**config.mk**
```make
export PLATFORM = sky130hd
export DESIGN_NAME = approx_div_top
export DESIGN_NICKNAME = d
export VERILOG_FILES = /design/src/div_pkg.sv /design/src/div_decode.sv /design/src/div_array.sv /design/src/div_result.sv /design/src/approx_div_top.sv
export SDC_FILE = /design/constraint.sdc
export NUM_CORES = 1
export LEC_CHECK = 0
export BUFFER_PORTS_ARGS = -buffer_cell sky130_fd_sc_hd__buf_2
export CORE_MARGIN = 1
export CORE_UTILIZATION = 32
export DETAILED_ROUTE_END_ITERATION = 12
export REMOVE_ABC_BUFFERS = 1
export SLEW_MARGIN = 20
export SYNTH_ARGS = -nofsm -noshare
export SYNTH_HDL_FRONTEND = slang
export SYNTH_HIERARCHICAL = 1
export SYNTH_SLANG_ARGS = --single-unit
```
**constraint.sdc**
```tcl
create_clock -name clk -period 34.8 [get_ports clk]
set_clock_uncertainty 0.2 [all_clocks]
set_input_delay 6.96 -clock clk [delete_from_list [all_inputs] [get_ports clk]]
set_output_delay 6.96 -clock clk [all_outputs]
set_load 0.1 [all_outputs]
```
**src/div_pkg.sv**
```systemverilog
package div_pkg;

  // ====================================================================
  // Default widths
  // ====================================================================

  localparam int div_d_w_default    = 8;  // Divisor, quotient and remainder width.
  localparam int div_approx_default = 2;  // Low-order cells built as approximate.

  // ====================================================================
  // Result status
  // ====================================================================

  // Divide-by-zero wins over overflow when both apply.
  typedef enum logic [1:0] {
    st_ok       = 2'd0,  // Array result is valid.
    st_div_zero = 2'd1,  // Divisor is zero.
    st_overflow = 2'd2   // Upper dividend half at or above the divisor.
  } div_status_e;

  // ====================================================================
  // Result stage handshake state
  // ====================================================================

  typedef enum logic [1:0] {
    hs_idle = 2'd0,  // Waiting for a request.
    hs_busy = 2'd1,  // Operation in the array.
    hs_done = 2'd2   // Outputs valid, ack high.
  } hs_state_e;

endpackage

```
**src/div_decode.sv**
```systemverilog
`timescale 1ns/10ps

module div_decode #(
  parameter int d_w = 8
) (
  input  logic                   clk,
  input  logic                   rst_n,
  input  logic                   req,
  input  logic                   ack,
  input  logic [2*d_w-1:0]       dividend,
  input  logic [d_w-1:0]         divisor,
  output logic                   start,
  output logic [2*d_w-1:0]       op_dividend,
  output logic [d_w-1:0]         op_divisor,
  output div_pkg::div_status_e   op_status
);

  logic                 req_q;      // Req from the previous edge.
  logic                 new_req;
  logic [d_w-1:0]       upper_half;
  div_pkg::div_status_e status_c;

  // ====================================================================
  // Request detection
  // ====================================================================

  // A new operation needs a rising req with the last ack already gone.
  assign new_req = req & ~req_q & ~ack;

  always_ff @(posedge clk) begin
    if (!rst_n) begin
      req_q <= 1'b0;
      start <= 1'b0;
    end else begin
      req_q <= req;
      start <= new_req;  // One-cycle pulse.
    end
  end

  // ====================================================================
  // Operand classification
  // ====================================================================

  assign upper_half = dividend[2*d_w-1:d_w];

  always_comb begin
    if (divisor == '0) begin
      status_c = div_pkg::st_div_zero;
    end else if (upper_half >= divisor) begin
      status_c = div_pkg::st_overflow;  // Quotient needs more than d_w bits.
    end else begin
      status_c = div_pkg::st_ok;
    end
  end

  // Operands and status stay put until the next request.
  always_ff @(posedge clk) begin
    if (new_req) begin
      op_dividend <= dividend;
      op_divisor  <= divisor;
      op_status   <= status_c;
    end
  end

endmodule

```
**src/div_array.sv**
```systemverilog
`timescale 1ns/10ps

module div_array #(
  parameter int d_w          = 8,
  parameter int approx_depth = 2
) (
  input  logic             clk,
  input  logic             rst_n,
  input  logic             start,
  input  logic [2*d_w-1:0] op_dividend,
  input  logic [d_w-1:0]   op_divisor,
  output logic             arr_valid,
  output logic [d_w-1:0]   arr_quotient,
  output logic [d_w-1:0]   arr_remainder
);

  // Row i produces quotient bit i; column j works on divisor bit j.
  logic [d_w-1:0] x_loc    [d_w];  // Minuend bit of each cell.
  logic [d_w-1:0] bin_loc  [d_w];  // Borrow into each cell.
  logic [d_w-1:0] b_loc    [d_w];  // Borrow out of each cell.
  logic [d_w-1:0] diff_loc [d_w];  // Difference before the quotient mux.
  logic [d_w-1:0] r_loc    [d_w];  // Partial remainder after the mux.
  logic [d_w-1:0] q_comb;

  // ====================================================================
  // Subtractor array
  // ====================================================================

  genvar i, j;
  generate
    for (i = 0; i < d_w; i++) begin : g_row
      for (j = 0; j < d_w; j++) begin : g_col

        // Column 0 always takes a fresh dividend bit; the top row takes
        // the upper dividend bits, the rest take the row above.
        if (j == 0) begin : g_x_new
          assign x_loc[i][j] = op_dividend[i];
        end else if (i == d_w - 1) begin : g_x_top
          assign x_loc[i][j] = op_dividend[d_w-1+j];
        end else begin : g_x_pass
          assign x_loc[i][j] = r_loc[i+1][j-1];
        end

        if (j == 0) begin : g_bin_zero
          assign bin_loc[i][j] = 1'b0;
        end else begin : g_bin_chain
          assign bin_loc[i][j] = b_loc[i][j-1];
        end

        if (i + j < approx_depth) begin : g_approx
          // Borrow-in is not used.
          assign b_loc[i][j]    = ~x_loc[i][j] & op_divisor[j];
          assign diff_loc[i][j] = x_loc[i][j] & ~op_divisor[j];
        end else begin : g_exact
          assign b_loc[i][j] = (~x_loc[i][j] & op_divisor[j]) |
                               (~(x_loc[i][j] ^ op_divisor[j]) & bin_loc[i][j]);
          assign diff_loc[i][j] = x_loc[i][j] ^ op_divisor[j] ^ bin_loc[i][j];
        end

        // Restore the minuend when the row's subtraction failed.
        assign r_loc[i][j] = q_comb[i] ? diff_loc[i][j] : x_loc[i][j];
      end

      if (i == d_w - 1) begin : g_q_top
        assign q_comb[i] = op_dividend[2*d_w-1] | ~b_loc[i][d_w-1];
      end else begin : g_q_row
        assign q_comb[i] = r_loc[i+1][d_w-1] | ~b_loc[i][d_w-1];
      end
    end
  endgenerate

  // ====================================================================
  // Output register
  // ====================================================================

  always_ff @(posedge clk) begin
    if (!rst_n) begin
      arr_valid <= 1'b0;
    end else begin
      arr_valid <= start;  // Result follows start by one cycle.
    end
  end

  always_ff @(posedge clk) begin
    if (start) begin
      arr_quotient  <= q_comb;
      arr_remainder <= r_loc[0];  // Bottom row holds the remainder.
    end
  end

endmodule

```
**src/div_result.sv**
```systemverilog
`timescale 1ns/10ps

module div_result #(
  parameter int d_w = 8
) (
  input  logic                 clk,
  input  logic                 rst_n,
  input  logic                 req,
  input  logic                 arr_valid,
  input  logic [d_w-1:0]       arr_quotient,
  input  logic [d_w-1:0]       arr_remainder,
  input  div_pkg::div_status_e op_status,
  input  logic [d_w-1:0]       op_dividend_low,
  output logic                 ack,
  output logic [d_w-1:0]       quotient,
  output logic [d_w-1:0]       remainder,
  output div_pkg::div_status_e status
);

  div_pkg::hs_state_e state;
  logic [d_w-1:0]     q_sel;
  logic [d_w-1:0]     r_sel;

  // Special cases override the array.
  always_comb begin
    case (op_status)
      div_pkg::st_div_zero: begin
        q_sel = '1;
        r_sel = op_dividend_low;
      end
      div_pkg::st_overflow: begin
        q_sel = '1;
        r_sel = '1;
      end
      default: begin
        q_sel = arr_quotient;
        r_sel = arr_remainder;
      end
    endcase
  end

  // ====================================================================
  // Handshake FSM
  // ====================================================================

  always_ff @(posedge clk) begin
    if (!rst_n) begin
      state     <= div_pkg::hs_idle;
      ack       <= 1'b0;
      quotient  <= '0;
      remainder <= '0;
      status    <= div_pkg::st_ok;
    end else begin
      case (state)
        div_pkg::hs_idle: begin
          if (req) state <= div_pkg::hs_busy;
        end
        div_pkg::hs_busy: begin
          if (arr_valid) begin
            state     <= div_pkg::hs_done;
            ack       <= 1'b1;
            quotient  <= q_sel;
            remainder <= r_sel;
            status    <= op_status;
          end
        end
        div_pkg::hs_done: begin
          if (!req) begin  // Outputs hold until req drops.
            state <= div_pkg::hs_idle;
            ack   <= 1'b0;
          end
        end
        default: begin
          state <= div_pkg::hs_idle;
          ack   <= 1'b0;
        end
      endcase
    end
  end

endmodule

```
**src/approx_div_top.sv**
```systemverilog
`timescale 1ns/10ps

module approx_div_top #(
  parameter int d_w          = div_pkg::div_d_w_default,
  parameter int approx_depth = div_pkg::div_approx_default
) (
  input  logic                 clk,
  input  logic                 rst_n,
  input  logic                 req,
  output logic                 ack,
  input  logic [2*d_w-1:0]     dividend,
  input  logic [d_w-1:0]       divisor,
  output logic [d_w-1:0]       quotient,
  output logic [d_w-1:0]       remainder,
  output div_pkg::div_status_e status
);

  logic                 start;
  logic [2*d_w-1:0]     op_dividend;
  logic [d_w-1:0]       op_divisor;
  div_pkg::div_status_e op_status;
  logic                 arr_valid;
  logic [d_w-1:0]       arr_quotient;
  logic [d_w-1:0]       arr_remainder;

  // ====================================================================
  // Decode, execute, result
  // ====================================================================

  div_decode #(
    .d_w (d_w)
  ) u_decode (
    .clk         (clk),
    .rst_n       (rst_n),
    .req         (req),
    .ack         (ack),
    .dividend    (dividend),
    .divisor     (divisor),
    .start       (start),
    .op_dividend (op_dividend),
    .op_divisor  (op_divisor),
    .op_status   (op_status)
  );

  div_array #(
    .d_w          (d_w),
    .approx_depth (approx_depth)
  ) u_array (
    .clk           (clk),
    .rst_n         (rst_n),
    .start         (start),
    .op_dividend   (op_dividend),
    .op_divisor    (op_divisor),
    .arr_valid     (arr_valid),
    .arr_quotient  (arr_quotient),
    .arr_remainder (arr_remainder)
  );

  div_result #(
    .d_w (d_w)
  ) u_result (
    .clk             (clk),
    .rst_n           (rst_n),
    .req             (req),
    .arr_valid       (arr_valid),
    .arr_quotient    (arr_quotient),
    .arr_remainder   (arr_remainder),
    .op_status       (op_status),
    .op_dividend_low (op_dividend[d_w-1:0]),  // Remainder on divide-by-zero.
    .ack             (ack),
    .quotient        (quotient),
    .remainder       (remainder),
    .status          (status)
  );

endmodule

```
; ---- Word-level counts from Yosys, hierarchy flattened
; Index checks and enable logic that the tools add are counted.
[totals]
elab_cells = 534
regBits = 66
[classes]
magnitude_cmp = 1
bitwise_logic = 433
reduce_logical = 6
n_mux = 74
eq_ne = 7
[ops]
columns = cell, count
row1 = NOT 1 bit, 131
row2 = AND 1 bit, 123
row3 = bitwise XOR 1 bit, 116
row4 = 2-to-1 mux 1 bit, 66
row5 = OR 1 bit, 63
row6 = case mux 8 bit (2 select lines), 1
row7 = greater-or-equal comparator 8 bit, 1
row8 = zero test 8 bit, 1
row9 = 2-to-1 mux 2 bit, 4
row10 = 2-to-1 mux 8 bit, 1
row11 = inequality test 2 bit (second input constant), 3
row12 = case mux 2 bit (3 select lines), 1
row13 = AND reduction 3 bit, 2
row14 = == test 2 x 1 -> 1 bit (second input constant), 2
row15 = == test 2 bit (second input constant), 2
row16 = case mux 1 bit (3 select lines), 1
row17 = zero test 2 bit, 1
row18 = AND reduction 2 bit, 1
row19 = OR reduction 2 bit, 1

; ---- Logic depth before layout (Yosys ltp)
[depth]
word_depth = 150
mapped_depth = 101
mapped_depth_nobuf = 97

; ---- Modules after synthesis
; The synthesis kept the hierarchy.
[modules_own_cells]
columns = mod, instances, cells_per_inst, area_per_inst_um2
row1 = div_array, 1, 250, 2837.7
row2 = div_decode, 1, 60, 1069.8
row3 = div_result, 1, 98, 955.9

; ---- Least setup slack after synthesis
; No wires, ideal clock.
[synth_path]
kind = reg2reg
start = register u_decode.op_divisor[0]
end = register u_array.arr_remainder[4] (data pin)
synth_period_minus_slack_ns = 26.347
path_stages_with_launch = 97
path_buffers = 4
t_arrival_ns = 25.886
setup_slack_ns = 8.453
setup_time_ns = 0.261
path_cell_list = edfxtp_1 > ha_1 > inv_1 > fa_1 > fa_1 > fa_1 > fa_1 > fa_1 > fa_1 > fa_1 > nor2_2 > nand2_1 > o21ai_0 > fa_1 > inv_1 > fa_1 > fa_1 > fa_1 > [61 not listed] > fa_1 > fa_1 > fa_1 > inv_1 > nor2_8 > inv_2 > nor2_1 > a21oi_1 > fa_1 > inv_1 > fa_1 > fa_1 > fa_1 > fa_1 > fa_1 > a41oi_1 > o211ai_4 > a221o_1
[synth_lines]
columns = element, line
row1 = "start, declared", div_decode.sv:14  ; output logic [d_w-1:0] op_divisor,
row2 = "start signal, assigned", div_decode.sv:60  ; op_divisor <= divisor;
row3 = "end signal, assigned", div_array.sv:87  ; arr_remainder <= r_loc[0];
row4 = "end, declared", div_array.sv:14  ; output logic [d_w-1:0] arr_remainder

==> results.md <==
Status:
- The flow ran to the end, but the final reports show violations.
- The checks that failed: DRC.

Synthesis:
- Synthesis produced a netlist whose cell count is 408.
- Of the total synthesized cell area, the portion taken by AND, OR, NAND and NOR gates is between 10% and 20%.
- The number of enable flip-flop cells after synthesis is 42.
- The synthesized flop and latch total is 66.
- The share of the Yosys chip area taken by registers is 35.8%.
- The Yosys step of the flow raised 6 warnings.
- The most common flop cell mapped by yosys is edfxtp_1.
- The dominant combinational cell family by area after synthesis is adder cells.
- The count of unique library cells instantiated by Yosys is 67.
- After synthesis, the mean cell area works out to about 12 um2.
- The synthesized-area fraction occupied by ao, oa, aoi and oai cells is between 10% and 20%.
- The post-synthesis share of cell area spent on xor and xnor gates is 0%.
- Of the total synthesized cell area, the portion taken by full adders, half adders and majority gates is 26.8%.
- Counting flops with an async set or reset pin after synthesis yields a share of 0%.
- Multiplexer cells account for 7.41% of the synthesized area.
- In this run the cell area of the synthesized design comes to 4860 um2.

Layout:
- The layout-stage area growth over the synthesis result is 14.8%.
- The total number of nets in the final design is approximately 550.
- The layout has 1,437 filler cells.
- The number of diodes is 0.
- In the final layout, the share of cells above drive strength 1 is 21.4%.

Clocking:
- The clock-pin slew reported for the worst setup and hold paths after clock tree synthesis is about 0.06 ns.
- The source-to-sink clock delay at the later pin of the worst-skew pair is 0.33 ns.
- The number of hold-repair buffers added at the cts stage is 0.
- The clock tree from TritonCTS is yes.
- The clock drives 66 sinks.
- In this run the post-CTS setup repair buffer count came out at 0.
- The maximum buffer depth of the clock tree is 2.
- The number of buffers created by CTS is 9.
- The post-cts gate resize count is 0.
- The H-tree depth is 3.
- CTS placed an instance of clkbuf_16 at the clock tree root.

Min path:
- The startpoint identified for the worst hold timing path is u_result/remainder[3]$_SDFFE_PN0P_.
- The tightest min-delay check is of the register to register type.

Floorplanning:
- Once the floorplan was initialized, standard cells occupied 33.1% of the core.
- The core box area is ~15,000 um2.
- The top-level port count is 46.
- The width of the die is 125 um.
- The number of cell rows is 44.
- The overall die height is between 100 and 150 um.
- The die covers 15,700 um2.

Worst setup path:
- For flop-to-flop paths, the worst setup slack is 6.59 ns.
- On the worst path, the slowest cell contributes a delay of between 0.6 and 0.7 ns.
- In this design, the critical path's most frequently occurring cell is fa_1.
- The slowest stage cell on the critical path is edfxtp_1.
- The element type at the critical path end is a register.
- Of all nets on the critical path, the largest fanout is 13.
- The first element of the critical path is u_decode/op_divisor[0]$_DFFE_PP_.
- STA puts the critical path data arrival time at 28.08 ns.
- The critical path is of the register to register type.
- The startpoint of the worst-slack reg-to-reg timing path is u_decode/op_divisor[0]$_DFFE_PP_.
- The startpoint type of the worst setup path is a register.
- The required arrival time at the worst endpoint is between 30 and 40 ns.

Timing:
- The final clock period utilization by the worst path is 81.1%.
- The smallest clock period supported by the final layout is computed as between 20 and 30 ns.
- The worst pin sits at a relative slew slack of 29.2%.
- The final count of negative-setup-slack endpoints is 0.
- The number of endpoints with negative hold slack in the final report is 0.
- The slew of the pin with the lowest slew margin is 1.06 ns.
- Setup repair after global routing left no endpoint under its margin.
- Summed over all failing endpoints, the final setup total negative slack is 0 ns.
- The top achievable clock speed is 0.0354 GHz.
- The number of max-slew violations in the final report is 0.

Flow run:
- Across the run, the number of max-cap violations was 0.

Global routing:
- The first global-routing pass estimated 17.5 mm of wire.
- The overall global routing resource usage is 14.3%.
- The number of global-route vias before repair was 3,516.
- Entering global routing, the biggest net connects 30 pins.
- For this run the aggregate overflow at the end of global routing stands at 0.
- The number of antenna violations at the first check in global routing is 0.

Drt:
- For this block, the via count after detailed routing is 3,257.
- The number of DRC markers in iteration 0 is 181.
- The first-pass detailed-route iteration total is 8.
- Dividing the detail-routed via count by the number of cells gives 5.07.
- Dividing the detail-routed wire length by the instance count gives 15.9 um.
- The count of antenna-violating nets left after detailed routing is 0.
- For this run, design rule violations remaining after detail routing come to 5.
- The wire length reported by the detailed router is 10.2 mm.

Placement:
- Detailed placement finished with a half-perimeter wire length of 8.26 mm.
- During placement, the flow inserted port buffers numbering 45.
- The congestion estimate from routability-driven global placement came to 0.945.
==> through the flow <==
stage                     cells  setup slack, ns  utilization (%)  instance area (um2)  hold slack [ns]
after global placement      627             7.09             35.7                 5250            0.269
final                       643             6.59             38.0                 5580            0.278
after floorplan             397             8.66                -                 4780            0.249
after CTS                   643             6.47             38.0                 5580            0.279
after detailed placement    627             6.56             35.7                 5250            0.264
after global routing        643             5.03             38.0                 5580            0.301
==> logic make-up (layout without fill, tap and decap cells) <==
kind of cell,after synthesis,after routing
DFF,66,66
AOI/OAI and AO/OA,74,74
buffers and inverters,69,120
muxes,33,33
and+or+nand+nor,95,95
adders and majority gates,71,71
==> layout make-up <==
| class | instances | area (um2) | area share (%) |
|---|---|---|---|
| Timing Repair Buffer | 46 | 233 | 4.17 |
| Clock buffer | 12 | 279 | 5.00 |
| Inverter | 58 | 218 | 3.90 |
| Sequential cell | 66 | 1740 | 31.2 |
| Multi-Input combinational cell | 273 | 2830 | 50.6 |
| Tap cell | 184 | 230 | 4.12 |
| Clock inverter | 4 | 53.8 | 0.964 |
==> critical path: cells and delay by family, from the launching register on <==
family | cells | cell delay, ns
adder cells (fa/ha/maj) | 56 | 20.70
AO/OA/AOI/OAI | 15 | 3.61
buffers and inverters | 13 | 1.14
AND/OR/NAND/NOR | 7 | 1.10
flip-flops | 1 | 0.61
multiplexers | 2 | 0.61
==> Yosys cell counts (2+ instances only) <==
cell type / number / area share, %
nor2b_1: 7 / 0.90
fa_1: 55 / 23
buf_2: 2 / 0.21
ha_1: 16 / 4.1
inv_2: 3 / 0.23
nor2_1: 18 / 1.4
nand2b_1: 2 / 0.26
a222oi_1: 3 / 0.62
a21o_1: 2 / 0.31
nor3_1: 2 / 0.21
a211oi_2: 2 / 0.51
o21ai_2: 2 / 0.36
nand2_1: 32 / 2.5
o21ai_0: 13 / 1.3
mux2_2: 14 / 3.2
nand3b_1: 9 / 1.4
o32ai_1: 3 / 0.54
dfxtp_1: 24 / 9.9
inv_1: 54 / 4.2
a21oi_1: 7 / 0.72
o211a_1: 9 / 1.9
and2_1: 5 / 0.64
or3_1: 3 / 0.39
a221o_1: 2 / 0.41
a41oi_1: 2 / 0.36
o2111a_1: 2 / 0.46
a211oi_1: 7 / 1.1
buf_6: 5 / 1.2
mux2i_1: 18 / 3.7
edfxtp_1: 42 / 26
a31oi_1: 3 / 0.39
clkbuf_1: 3 / 0.23
nor3b_1: 2 / 0.31
o21a_1: 2 / 0.31
==> worst paths after layout <==
check                           depth (start not counted)                            endpoint
worst min register to register                          2  u_result/remainder[3]$_SDFFE_PN0P_
worst max register to register                         93  u_array/arr_remainder[4]$_DFFE_PP_
worst max-delay path                                   93  u_array/arr_remainder[4]$_DFFE_PP_
worst min-delay path                                    2  u_result/remainder[3]$_SDFFE_PN0P_
==> layout by cell type (no fill, tap or decap), types with 3 or more instances in the layout <==
master     count
nand2_1       32
nand3b_1       9
o32ai_1        3
edfxtp_1      42
ha_1          16
and2_1         5
mux2_2        14
dfxtp_1       24
a31oi_1        3
o211a_1        9
buf_2         45
nor2b_1        7
or3_1          3
a21oi_1        7
a222oi_1       3
inv_1         54
fa_1          55
clkbuf_16     11
a211oi_1       7
nor2_1        18
inv_2          3
mux2i_1       18
o21ai_0       13
==> registers in the layout (all words and copies together) (netlist names), 2 cells and up <==
register	count
u_array/arr_remainder	8
u_array/arr_quotient	8
u_decode/op_divisor	8
u_result/state	2
u_result/status	2
u_decode/op_status	2
u_result/quotient	8
u_result/remainder	8
u_decode/op_dividend	16
==> routing by layer <==
layer / global-route usage, % / part of all wire [%] / vias to the layer above
met2: 24.4 / 51 / 93
met3: 3.21 / 4.7 / 6
li1: - / - / 1525
met1: 18.1 / 44 / 1633
met5: 0 / 0 / -
met4: 3.95 / 0.47 / 0
Power is left out: the tool's default activity adds up to more than one toggle a clock period on the data nets, which glitch-free logic cannot reach.
